## config.mk

```make
export PLATFORM = sky130hd
export DESIGN_NAME = eeprom_ctrl_top
export DESIGN_NICKNAME = d
export VERILOG_FILES = /design/src/eeprom_pkg.sv /design/src/eeprom_apb_regs.sv /design/src/eeprom_frame_seq.sv /design/src/i2c_bit_engine.sv /design/src/eeprom_result.sv /design/src/eeprom_ctrl_top.sv
export VERILOG_INCLUDE_DIRS = /design/src
export SDC_FILE = /design/constraint.sdc
export NUM_CORES = 1
export LEC_CHECK = 0
export BUFFER_PORTS_ARGS = -buffer_cell sky130_fd_sc_hd__buf_2
export CORE_MARGIN = 1
export CORE_UTILIZATION = 56
export CTS_CLUSTER_DIAMETER = 100
export CTS_CLUSTER_SIZE = 16
export DETAILED_ROUTE_END_ITERATION = 10
export PLACE_DENSITY = 0.87
export SETUP_SLACK_MARGIN = 0.1
export SLEW_MARGIN = 0
export SYNTH_ARGS = -nofsm -noshare
export SYNTH_HDL_FRONTEND = slang
export SYNTH_HIERARCHICAL = 1
export SYNTH_SLANG_ARGS = --single-unit
export TNS_END_PERCENT = 50
```

## constraint.sdc

```tcl
create_clock -name CLK -period 3.4 [get_ports CLK]
set_input_delay 0.34 -clock CLK [delete_from_list [all_inputs] [get_ports CLK]]
set_output_delay 0.34 -clock CLK [all_outputs]
set_load 0.01 [all_outputs]
```

## src/eeprom_settings.svh

```systemverilog
`ifndef EEPROM_SETTINGS_SVH
`define EEPROM_SETTINGS_SVH

// word address, 2 KB array
`define EE_ADDR_W 11

`define EE_DATA_W 8

// CLK cycles per SCL half period, keep it even
`define EE_SCL_HALF 4

// upper nibble of the control byte
`define EE_DEV_CODE 4'b1010

`endif

```

## src/eeprom_pkg.sv

```systemverilog
`include "eeprom_settings.svh"

package eeprom_pkg;

    typedef enum logic
    {
        OP_WRITE,
        OP_READ
    } eeprom_op_t;

    typedef struct packed
    {
        eeprom_op_t            op;
        logic [`EE_ADDR_W-1:0] addr;
        logic [`EE_DATA_W-1:0] wdata;
    } eeprom_cmd_t;

    typedef enum logic [1:0]
    {
        BIT_START,
        BIT_STOP,
        BIT_WRITE,
        BIT_READ
    } bit_op_t;

    typedef struct packed
    {
        bit_op_t               op;
        logic [`EE_DATA_W-1:0] data;
        logic                  ack_out;  // 1 = master answers nack
    } bit_req_t;

    typedef struct packed
    {
        logic [`EE_DATA_W-1:0] data;
        logic                  nack_in;  // slave ack bit after a byte out
    } bit_rsp_t;

    // busy lands in bit 0 of STATUS
    typedef struct packed
    {
        logic nack;
        logic done;
        logic busy;
    } eeprom_status_t;

endpackage

```

## src/eeprom_apb_regs.sv

```systemverilog
`timescale 1ns/100ps
`include "eeprom_settings.svh"

module eeprom_apb_regs
(
    input  logic                       CLK,
    input  logic                       RESET,
    input  logic [4:0]                 paddr,
    input  logic                       psel,
    input  logic                       penable,
    input  logic                       pwrite,
    input  logic [31:0]                pwdata,
    output logic [31:0]                prdata,
    output logic                       pready,
    output logic                       pslverr,
    input  logic                       busy,
    input  eeprom_pkg::eeprom_status_t status,
    input  logic [`EE_DATA_W-1:0]      rdata,
    output logic                       cmd_valid,
    output eeprom_pkg::eeprom_cmd_t    cmd
);

    localparam logic [4:0] REG_ADDR   = 5'h00;
    localparam logic [4:0] REG_WDATA  = 5'h04;
    localparam logic [4:0] REG_CMD    = 5'h08;
    localparam logic [4:0] REG_STATUS = 5'h0C;
    localparam logic [4:0] REG_RDATA  = 5'h10;

    logic [`EE_ADDR_W-1:0] addr_q;
    logic [`EE_DATA_W-1:0] wdata_q;
    logic                  wr_acc;
    logic                  cmd_wr;
    logic                  cmd_known;

    assign wr_acc    = psel && penable && pwrite;
    assign cmd_wr    = wr_acc && (paddr == REG_CMD);
    assign cmd_known = (pwdata == 32'd1) || (pwdata == 32'd2);

    assign pready    = 1'b1;  // no wait states
    assign pslverr   = cmd_wr && busy;
    assign cmd_valid = cmd_wr && cmd_known && !busy;

    always_comb
    begin
        cmd.op    = pwdata[1] ? eeprom_pkg::OP_READ : eeprom_pkg::OP_WRITE;
        cmd.addr  = addr_q;
        cmd.wdata = wdata_q;
    end

    always_ff @(posedge CLK)
    begin
        if (RESET)
        begin
            addr_q  <= '0;
            wdata_q <= '0;
        end
        else if (wr_acc)
        begin
            if (paddr == REG_ADDR)
                addr_q <= pwdata[`EE_ADDR_W-1:0];
            if (paddr == REG_WDATA)
                wdata_q <= pwdata[`EE_DATA_W-1:0];
        end
    end

    // read mux, unmapped offsets give zero
    always_comb
    begin
        prdata = '0;
        case (paddr)
            REG_ADDR:
            begin
                prdata[`EE_ADDR_W-1:0] = addr_q;
            end
            REG_WDATA:
            begin
                prdata[`EE_DATA_W-1:0] = wdata_q;
            end
            REG_STATUS:
            begin
                prdata[2:0] = status;
            end
            REG_RDATA:
            begin
                prdata[`EE_DATA_W-1:0] = rdata;
            end
            default:
            begin
                prdata = '0;  // CMD is write-only
            end
        endcase
    end

endmodule

```

## src/eeprom_frame_seq.sv

```systemverilog
`timescale 1ns/100ps
`include "eeprom_settings.svh"

module eeprom_frame_seq
(
    input  logic                    CLK,
    input  logic                    RESET,
    input  logic                    cmd_valid,
    input  eeprom_pkg::eeprom_cmd_t cmd,
    output logic                    busy,
    output logic                    txn_start,
    output logic                    txn_end,
    output logic                    txn_nack,
    output logic                    op_is_read,
    output logic                    bit_valid,
    output eeprom_pkg::bit_req_t    bit_req,
    input  logic                    bit_done,
    input  eeprom_pkg::bit_rsp_t    bit_rsp
);

    localparam logic [8:0] ST_IDLE     = 9'b0_0000_0001;
    localparam logic [8:0] ST_START    = 9'b0_0000_0010;
    localparam logic [8:0] ST_CTRL_WR  = 9'b0_0000_0100;
    localparam logic [8:0] ST_ADDR_WR  = 9'b0_0000_1000;
    localparam logic [8:0] ST_DATA_WR  = 9'b0_0001_0000;
    localparam logic [8:0] ST_RESTART  = 9'b0_0010_0000;
    localparam logic [8:0] ST_CTRL_RD  = 9'b0_0100_0000;
    localparam logic [8:0] ST_DATA_RD  = 9'b0_1000_0000;
    localparam logic [8:0] ST_STOP     = 9'b1_0000_0000;

    logic [8:0]              state_q;
    logic [8:0]              state_d;
    logic                    nack_q;
    logic                    nack_d;
    eeprom_pkg::eeprom_cmd_t cmd_q;
    logic [7:0]              ctrl_byte;

    // device code, block select, r/w bit filled in per state
    assign ctrl_byte = {`EE_DEV_CODE, cmd_q.addr[`EE_ADDR_W-1:8], 1'b0};

    assign busy       = (state_q != ST_IDLE);
    assign bit_valid  = busy;
    assign txn_start  = (state_q == ST_IDLE) && cmd_valid;
    assign txn_end    = (state_q == ST_STOP) && bit_done;
    assign txn_nack   = nack_q;
    assign op_is_read = (cmd_q.op == eeprom_pkg::OP_READ);

    always_comb
    begin
        state_d = state_q;
        nack_d  = nack_q;
        if (state_q == ST_IDLE)
        begin
            if (cmd_valid)
            begin
                state_d = ST_START;
                nack_d  = 1'b0;
            end
        end
        else if (bit_done)
        begin
            case (state_q)
                ST_START:   state_d = ST_CTRL_WR;
                ST_CTRL_WR: state_d = ST_ADDR_WR;
                ST_ADDR_WR: state_d = op_is_read ? ST_RESTART : ST_DATA_WR;
                ST_DATA_WR: state_d = ST_STOP;
                ST_RESTART: state_d = ST_CTRL_RD;
                ST_CTRL_RD: state_d = ST_DATA_RD;
                ST_DATA_RD: state_d = ST_STOP;
                default:    state_d = ST_IDLE;  // stop done
            endcase
            // missing ack on any byte we sent cuts straight to stop
            if (bit_req.op == eeprom_pkg::BIT_WRITE && bit_rsp.nack_in)
            begin
                state_d = ST_STOP;
                nack_d  = 1'b1;
            end
        end
    end

    always_ff @(posedge CLK)
    begin
        if (RESET)
        begin
            state_q <= ST_IDLE;
            nack_q  <= 1'b0;
        end
        else
        begin
            state_q <= state_d;
            nack_q  <= nack_d;
        end
    end

    always_ff @(posedge CLK)
    begin
        if (txn_start)
            cmd_q <= cmd;
    end

    always_comb
    begin
        bit_req.op      = eeprom_pkg::BIT_START;
        bit_req.data    = '0;
        bit_req.ack_out = 1'b0;
        case (state_q)
            ST_CTRL_WR:
            begin
                bit_req.op   = eeprom_pkg::BIT_WRITE;
                bit_req.data = ctrl_byte;
            end
            ST_ADDR_WR:
            begin
                bit_req.op   = eeprom_pkg::BIT_WRITE;
                bit_req.data = cmd_q.addr[7:0];
            end
            ST_DATA_WR:
            begin
                bit_req.op   = eeprom_pkg::BIT_WRITE;
                bit_req.data = cmd_q.wdata;
            end
            ST_CTRL_RD:
            begin
                bit_req.op   = eeprom_pkg::BIT_WRITE;
                bit_req.data = ctrl_byte | 8'h01;  // read bit
            end
            ST_DATA_RD:
            begin
                bit_req.op      = eeprom_pkg::BIT_READ;
                bit_req.ack_out = 1'b1;  // single byte, end with nack
            end
            ST_STOP:
            begin
                bit_req.op = eeprom_pkg::BIT_STOP;
            end
            default:
            begin
                bit_req.op = eeprom_pkg::BIT_START;  // start and restart
            end
        endcase
    end

endmodule

```

## src/i2c_bit_engine.sv

```systemverilog
`timescale 1ns/100ps
`include "eeprom_settings.svh"

module i2c_bit_engine
(
    input  logic                 CLK,
    input  logic                 RESET,
    input  logic                 bit_valid,
    input  eeprom_pkg::bit_req_t bit_req,
    output logic                 bit_done,
    output eeprom_pkg::bit_rsp_t bit_rsp,
    output logic                 scl,
    output logic                 sda_pull,
    input  logic                 sda_in
);

    localparam int HALF = `EE_SCL_HALF;
    localparam int QTR  = HALF / 2;
    localparam int CW   = $clog2(2 * HALF);

    localparam logic [CW-1:0] CNT_MAX = CW'(2 * HALF - 1);
    localparam logic [CW-1:0] CNT_Q1  = CW'(QTR - 1);         // next cycle starts q1
    localparam logic [CW-1:0] CNT_HI  = CW'(HALF - 1);        // scl rises
    localparam logic [CW-1:0] CNT_Q3  = CW'(HALF + QTR - 1);  // mid high, sample point

    logic                  active_q;
    eeprom_pkg::bit_req_t  req_q;
    logic [CW-1:0]         cnt_q;
    logic [3:0]            slot_q;
    logic [`EE_DATA_W-1:0] tx_q;
    logic [`EE_DATA_W-1:0] rx_q;
    logic                  nack_q;
    logic                  scl_q;
    logic                  pull_q;
    logic                  is_byte;
    logic                  ack_slot;
    logic                  last_slot;
    logic                  pull_mid;
    logic                  pull_end;

    assign is_byte   = (req_q.op == eeprom_pkg::BIT_WRITE) || (req_q.op == eeprom_pkg::BIT_READ);
    assign ack_slot  = (slot_q == 4'(`EE_DATA_W));
    assign last_slot = is_byte ? ack_slot : 1'b1;

    // final slot ends a cycle early, the idle cycle finishes its high phase
    assign bit_done = active_q && last_slot && (cnt_q == CNT_MAX - 1'b1);

    assign bit_rsp.data    = rx_q;
    assign bit_rsp.nack_in = nack_q;
    assign scl             = scl_q;
    assign sda_pull        = pull_q;

    always_comb
    begin
        pull_mid = 1'b0;
        pull_end = 1'b0;
        case (req_q.op)
            eeprom_pkg::BIT_START:
            begin
                pull_mid = 1'b0;
                pull_end = 1'b1;  // sda falls with scl high
            end
            eeprom_pkg::BIT_STOP:
            begin
                pull_mid = 1'b1;
                pull_end = 1'b0;  // sda rises with scl high
            end
            eeprom_pkg::BIT_WRITE:
            begin
                pull_mid = ack_slot ? 1'b0 : !tx_q[`EE_DATA_W-1];
                pull_end = pull_mid;
            end
            default:
            begin
                pull_mid = ack_slot ? !req_q.ack_out : 1'b0;
                pull_end = pull_mid;
            end
        endcase
    end

    always_ff @(posedge CLK)
    begin
        if (RESET)
        begin
            active_q <= 1'b0;
            cnt_q    <= '0;
            slot_q   <= '0;
            scl_q    <= 1'b1;
            pull_q   <= 1'b0;
        end
        else if (!active_q)
        begin
            if (bit_valid)
            begin
                active_q <= 1'b1;
                cnt_q    <= '0;
                slot_q   <= '0;
                scl_q    <= 1'b0;
            end
        end
        else if (bit_done)
            active_q <= 1'b0;
        else if (cnt_q == CNT_MAX)
        begin
            cnt_q  <= '0;
            slot_q <= slot_q + 4'd1;
            scl_q  <= 1'b0;
        end
        else
        begin
            cnt_q <= cnt_q + 1'b1;
            if (cnt_q == CNT_Q1)
                pull_q <= pull_mid;
            if (cnt_q == CNT_HI)
                scl_q <= 1'b1;
            if (cnt_q == CNT_Q3)
                pull_q <= pull_end;
        end
    end

    always_ff @(posedge CLK)
    begin
        if (!active_q && bit_valid)
        begin
            req_q <= bit_req;
            tx_q  <= bit_req.data;
        end
        else if (active_q)
        begin
            if (cnt_q == CNT_MAX)
                tx_q <= tx_q << 1;  // msb first
            if (cnt_q == CNT_Q3 && is_byte)
            begin
                if (ack_slot && req_q.op == eeprom_pkg::BIT_WRITE)
                    nack_q <= sda_in;  // released line reads 1
                else if (!ack_slot && req_q.op == eeprom_pkg::BIT_READ)
                    rx_q <= {rx_q[`EE_DATA_W-2:0], sda_in};
            end
        end
    end

endmodule

```

## src/eeprom_result.sv

```systemverilog
`timescale 1ns/100ps
`include "eeprom_settings.svh"

module eeprom_result
(
    input  logic                       CLK,
    input  logic                       RESET,
    input  logic                       txn_start,
    input  logic                       txn_end,
    input  logic                       txn_nack,
    input  logic                       op_is_read,
    input  eeprom_pkg::bit_rsp_t       bit_rsp,
    input  logic                       busy,
    output eeprom_pkg::eeprom_status_t status,
    output logic [`EE_DATA_W-1:0]      rdata
);

    logic done_q;
    logic nack_q;

    always_ff @(posedge CLK)
    begin
        if (RESET)
        begin
            done_q <= 1'b0;
            nack_q <= 1'b0;
        end
        else if (txn_start)
        begin
            done_q <= 1'b0;
            nack_q <= 1'b0;
        end
        else if (txn_end)
        begin
            done_q <= 1'b1;
            nack_q <= txn_nack;
        end
    end

    // last good read byte, survives writes and failed reads
    always_ff @(posedge CLK)
    begin
        if (txn_end && op_is_read && !txn_nack)
            rdata <= bit_rsp.data;
    end

    assign status.busy = busy;
    assign status.done = done_q;
    assign status.nack = nack_q;

endmodule

```

## src/eeprom_ctrl_top.sv

```systemverilog
`timescale 1ns/100ps
`include "eeprom_settings.svh"

module eeprom_ctrl_top
(
    input  logic        CLK,
    input  logic        RESET,
    input  logic [4:0]  paddr,
    input  logic        psel,
    input  logic        penable,
    input  logic        pwrite,
    input  logic [31:0] pwdata,
    output logic [31:0] prdata,
    output logic        pready,
    output logic        pslverr,
    output logic        scl,
    output logic        sda_pull,
    input  logic        sda_in
);

    logic                       busy;
    logic                       cmd_valid;
    eeprom_pkg::eeprom_cmd_t    cmd;
    eeprom_pkg::eeprom_status_t status;
    logic [`EE_DATA_W-1:0]      rdata;
    logic                       txn_start;
    logic                       txn_end;
    logic                       txn_nack;
    logic                       op_is_read;
    logic                       bit_valid;
    eeprom_pkg::bit_req_t       bit_req;
    logic                       bit_done;
    eeprom_pkg::bit_rsp_t       bit_rsp;

    eeprom_apb_regs u_regs
    (
        .CLK       (CLK),
        .RESET     (RESET),
        .paddr     (paddr),
        .psel      (psel),
        .penable   (penable),
        .pwrite    (pwrite),
        .pwdata    (pwdata),
        .prdata    (prdata),
        .pready    (pready),
        .pslverr   (pslverr),
        .busy      (busy),
        .status    (status),
        .rdata     (rdata),
        .cmd_valid (cmd_valid),
        .cmd       (cmd)
    );

    eeprom_frame_seq u_seq
    (
        .CLK        (CLK),
        .RESET      (RESET),
        .cmd_valid  (cmd_valid),
        .cmd        (cmd),
        .busy       (busy),
        .txn_start  (txn_start),
        .txn_end    (txn_end),
        .txn_nack   (txn_nack),
        .op_is_read (op_is_read),
        .bit_valid  (bit_valid),
        .bit_req    (bit_req),
        .bit_done   (bit_done),
        .bit_rsp    (bit_rsp)
    );

    i2c_bit_engine u_bit
    (
        .CLK       (CLK),
        .RESET     (RESET),
        .bit_valid (bit_valid),
        .bit_req   (bit_req),
        .bit_done  (bit_done),
        .bit_rsp   (bit_rsp),
        .scl       (scl),
        .sda_pull  (sda_pull),
        .sda_in    (sda_in)
    );

    eeprom_result u_result
    (
        .CLK        (CLK),
        .RESET      (RESET),
        .txn_start  (txn_start),
        .txn_end    (txn_end),
        .txn_nack   (txn_nack),
        .op_is_read (op_is_read),
        .bit_rsp    (bit_rsp),
        .busy       (busy),
        .status     (status),
        .rdata      (rdata)
    );

endmodule

```

# Word level (Yosys, flattened, before mapping)
# Index checks and enable logic that the tools add are counted.
dict set report word_totals {
  ff_bits 89
  wordCells 146
}
dict set report op_classes {
  n_addsub 2
  n_eq_ne 30
  muxes 43
  bitwise_logic 4
  n_reduce_logical 47
}
# operator count
set op_table {}
lappend op_table {{9-bit one-hot mux with 6 select lines} 1}
lappend op_table {{9-bit 2-to-1 mux} 4}
lappend op_table {{32-bit by 1-bit equality test with 1-bit output (second input constant)} 1}
lappend op_table {{32-bit by 2-bit equality test with 1-bit output (second input constant)} 1}
lappend op_table {{8-bit one-hot mux with 4 select lines} 1}
lappend op_table {{8-bit 2-to-1 mux} 3}
lappend op_table {{1-bit 2-to-1 mux} 19}
lappend op_table {{1-bit logical AND} 17}
lappend op_table {{4-bit 2-to-1 mux} 4}
lappend op_table {{3-bit 2-to-1 mux} 5}
lappend op_table {{5-bit one-hot mux with 3 select lines} 1}
lappend op_table {{3-bit one-hot mux with 4 select lines} 1}
lappend op_table {{2-bit nonzero test} 6}
lappend op_table {{5-bit by 4-bit equality test with 1-bit output (second input constant)} 2}
lappend op_table {{2-bit AND reduction} 5}
lappend op_table {{3-bit equality test (second input constant)} 3}
lappend op_table {{9-bit by 1-bit equality test with 1-bit output (second input constant)} 1}
lappend op_table {{9-bit by 2-bit equality test with 1-bit output (second input constant)} 1}
lappend op_table {{9-bit by 3-bit equality test with 1-bit output (second input constant)} 1}
lappend op_table {{9-bit by 4-bit equality test with 1-bit output (second input constant)} 1}
lappend op_table {{9-bit by 5-bit equality test with 1-bit output (second input constant)} 1}
lappend op_table {{9-bit by 6-bit equality test with 1-bit output (second input constant)} 1}
lappend op_table {{9-bit by 7-bit equality test with 1-bit output (second input constant)} 1}
lappend op_table {{9-bit by 8-bit equality test with 1-bit output (second input constant)} 1}
lappend op_table {{other kinds (27)} 44}

# Longest topological paths before layout
dict set report depth {
  depth_word 8
  depth_mapped 12
}

# Modules after synthesis
# Netlist, hierarchy kept.
# module n_inst cells_each area_each_um2 seq_area_each_um2
set modules_own_cells {}
lappend modules_own_cells {eeprom_frame_seq 1 134 1458.9 800.8}
lappend modules_own_cells {i2c_bit_engine 1 124 1400.1 800.8}
lappend modules_own_cells {eeprom_apb_regs 1 162 1381.3 380.4}
lappend modules_own_cells {eeprom_result 1 19 339.1 280.3}

# Least setup slack after synthesis
# No wires, ideal clock.
dict set report synth_timing {
  kind {register to register}
  startpoint {register u_seq.state_q[8]}
  endpoint {register u_seq/cmd_q[0] in the netlist's numbering, enable pin}
  setup_ns 0.377
  t_arrival_ns 2.672
  setup_slack_ns 0.352
  path_stages_with_launch 12
  period_less_slack_ns 3.048
  path_cell_list {dfxtp_1 > buf_6 > or4_1 > buf_2 > nor2_1 > nand2_1 > buf_4 > nor4_1 > nand4_1 > nor4_2 > nand3_1 > inv_1}
}
dict set report synth_between {
  elab_chain_cells 4
  elab_cells_between_ends 5
  classes_between {eq/ne: 2; reduce/logical: 3}
}
# element line
set synth_rtl {}
lappend synth_rtl {{start: declaration} eeprom_frame_seq.sv:31} ;# logic [8:0] state_q;
lappend synth_rtl {{start signal: assignment} eeprom_frame_seq.sv:90} ;# state_q <= state_d;
lappend synth_rtl {{9-bit by 1-bit inequality test with 1-bit output} eeprom_frame_seq.sv:41} ;# assign busy = (state_q != ST_IDLE);
lappend synth_rtl {{net bit_valid} eeprom_ctrl_top.sv:30} ;# logic bit_valid;
lappend synth_rtl {{1-bit zero test} eeprom_apb_regs.sv:41} ;# assign cmd_valid = cmd_wr && cmd_known && !busy;
lappend synth_rtl {{1-bit logical AND} eeprom_apb_regs.sv:41}
lappend synth_rtl {{net cmd_valid} eeprom_ctrl_top.sv:22} ;# logic cmd_valid;
lappend synth_rtl {{1-bit logical AND} eeprom_frame_seq.sv:43} ;# assign txn_start = (state_q == ST_IDLE) && cmd_valid;
lappend synth_rtl {{net txn_start} eeprom_ctrl_top.sv:26} ;# logic txn_start;
lappend synth_rtl {{end signal: assignment} eeprom_frame_seq.sv:98} ;# cmd_q <= cmd;
lappend synth_rtl {{end: declaration} eeprom_frame_seq.sv:35} ;# eeprom_pkg::eeprom_cmd_t cmd_q;
# The timed path passes the listed nets, and every way through them passes these cells.
# A chain may end at the register's enable or synchronous reset.

# Final worst setup path
dict set report layout_timing {
  startpoint {register u_seq.state_q[4]}
  endpoint {register u_seq/cmd_q[0] in the netlist's numbering, enable pin}
}
# The elaborated chain is that of the path after synthesis.

==> metrics.txt <==
Slowest cell on crit path=or4_1; post-synth top area share=a little under a third; Tmin final=3.12 ns; total global routing track utilization=24.1%; crit end category=flop; worst slew pin tran=between 1 and 1.5 ns; kind of critical path=reg2reg; GPL Wtd Cong=a little over 0.9; Antenna Nets Post-Route=0; Sum Neg Setup Slack=0 ns; Register Area=2260 µm²; Core ar.=between 7000 and 8000 µm²; worst reg-to-reg path cell count=9; root buf cell=clkbuf_8; port bufs=56; post-CTS setup buffers=0; crit-path cells=or4_1 > nor2_1 > nand2_1 > nor4_1 > nand4_1 > nor4_2 > nand3_1 > inv_1 > buf_4; # rows=32; Critical Path Start Type=flop; Ys Warns=6; HP Class=in2reg; DIE AREA=roughly 8500 µm²; end of the worst hold path=u_bit/rx_q[0]; Finished Cell Area=4960 µm²; Max clock buf depth=2; Hold Vio Cnt, Final=0; post_cts resized=0; status=finished, final reports clean; worst skew pair latency=roughly 0.35 ns; CTS H-Tree Depth=3; CTS Buf Count=9; Final Power=just under 0.002 W; Worst Path Max Fanout=22; Netlist Area Pre-Place=between 4000 and 5000 µm²; Pleak=about 1.9 nW; Detailed Route WL=roughly 9.9 mm; final setup fails=0; flop2flop setup slack=0.28 ns; Hold-fix buffers, CTS=0; fill count=628; count leader, synth=edfxtp_1; CTS Sinks=a little under 90; cell depth of the worst min-delay path=1; ys async rst share=0%; syn avg cell area=10.4 µm²; share of layout cells above drive strength 1=19.7%; largest net degree at the start of global routing=55; period utilisation layout=about nine tenths; Worst-path clk slew=around 0.09 ns; Mapped Cells=roughly 440; # diodes=0; via count=3,566; Slew headroom=between 30 and 40%; Die H=92.4 µm; peak supply drop=around 0.30 mV; initial core utilization=58.7%; Post-route DRC=0; Max Clock Freq=between 300 and 400 MHz; nets=~530; Worst R2R Start=u_seq/state_q[4]; cell area power density=slightly below 400 nW/µm²; multi-input logic area=between 1500 and 2000 µm²; CTS tree=yes; initial antenna violation count=0; Placed Instance Area=4770 µm²; sequential share of the synthesized area=roughly 49%; initial DRC count=between 200 and 300; max incr delay on CP=0.65 ns; clk_skew=just over 0.01 ns; CP required=3.43 ns; Yosys top cell by area=edfxtp_1; half-perimeter wire length after placement=7.07 mm; Worst Hold Launch=sda_in; prevailing post-synth register cell=edfxtp_1; number of synthesized register bits=89; total grt overflow=0; drt first pass iters=5; EDFF count, synth=48; area grow syn2layout=8.36%; Netlist cell types=63; final core occ=63.6%; Post-synth top cells=48 x edfxtp_1, 41 x dfxtp_1, 36 x nand2_1; RR Endpoint=u_seq/cmd_q[0]; vias per inst=6.10; max capacitance violation total=0; final slew viol count=0; WP data arrival=roughly 3.2 ns; io pins=79; top cells by area, synth=edfxtp_1 31%, dfxtp_1 18%, buf_4 5.1%, mux2i_1 3.3%, nand2b_1 3.0%; first-pass GRT wire length=between 15 and 20 mm; wire per inst=between 15 and 20 µm; Die X=92.4 µm; unrepaired setup endpoints after global routing=no; vias in the first global route=between 3,000 and 4,000
-- critical path: cells and delay by family, from the launching register on --
kind	cells	cell delay (ns)
buf+inv	2	0.37
simple gates	7	2.03
flops	1	0.39
-- worst max-delay path by stage --
stage,startpoint,endpoint,slack (ns),depth (start not counted)
floorplan,u_seq/state_q[8],u_seq/cmd_q[0],0.35,11
global placement,u_seq/state_q[4],u_seq/cmd_q[18],0.52,9
detailed placement,u_seq/state_q[8],u_seq/cmd_q[11],0.38,9
CTS,u_seq/state_q[8],u_seq/cmd_q[7],0.31,9
global route,u_seq/state_q[8],u_seq/cmd_q[7],0.11,9
finish,u_seq/state_q[4],u_seq/cmd_q[0],0.28,9
-- metrics by stage --
stage / setup WS (ns) / hold WS, ns / std cells
6_report: 0.278 / 0.210 / 585
5_1_grt: 0.111 / 0.184 / 585
4_1_cts: 0.307 / 0.193 / 585
3_5_place_dp: 0.379 / 0.424 / 569
3_3_place_gp: 0.524 / 0.406 / 569
2_1_floorplan: 0.352 / 0.400 / 459
-- cell type report --
type                            count  area share, %
Multi-Input combinational cell    293           39.6
Clock inverter                      5           1.11
Clock buffer                       11           2.85
Tap cell                          102           2.57
Inverter                           23           1.74
Sequential cell                    89           45.6
Timing Repair Buffer               62           6.56
-- cells in the final DEF (no fill, tap or decap), types with 4 or more instances in the layout --
cell type and instances:
a221o_1 8, nand2_1 36, conb_1 22, nand3_1 17
dfxtp_1 41, nand4_1 15, buf_2 56, inv_1 23
nand2b_1 22, nor2_1 13, or4_1 4, or3_1 4
edfxtp_1 48, nor4_1 12, nor3_1 11, mux2i_1 15
buf_4 6, a21oi_1 18, and2_1 6, and3_1 9
nor3b_1 4, o31ai_1 10, ha_1 7, clkbuf_8 10
xor2_1 5
-- sequential cells by signal, indices dropped and copies added (netlist names), 3 cells and up --
register,count
u_bit/tx_q,8
u_bit/slot_q,4
u_result/rdata,8
u_regs/addr_q,11
u_bit/rx_q,8
u_seq/cmd_q,19
u_bit/cnt_q,3
u_seq/state_q,9
u_bit/req_q,3
u_regs/wdata_q,8
-- power by group --
| group | switching (W) | internal [W] | total (W) |
|---|---|---|---|
| Combinational | 0.0000548 | 0.0000306 | 0.0000854 |
| Clock | 0.000367 | 0.000358 | 0.000725 |
| Sequential | 0.000000490 | 0.00112 | 0.00112 |
-- cell families after synthesis --
group	count (synthesis)	synth area share, %
XOR/XNOR	7	1.34
multiplexers	16	3.61
other	2	0.164
adder cells (fa/ha/maj)	7	1.91
buffers and inverters	77	9.34
AO/OA/AOI/OAI	71	11.8
AND/OR/NAND/NOR	170	22.4
flip-flops	89	49.4
-- metal layers --
| metal | vias up | global-route usage (%) | wire length (µm) |
|---|---|---|---|
| met5 | - | 0 | 0 |
| met4 | 0 | 8.46 | 188 |
| met3 | 20 | 5.42 | 892 |
| met2 | 210 | 40.1 | 4790 |
| met1 | 1678 | 30.8 | 4050 |
| li1 | 1658 | - | - |
Power figures use the tool's default switching activity.
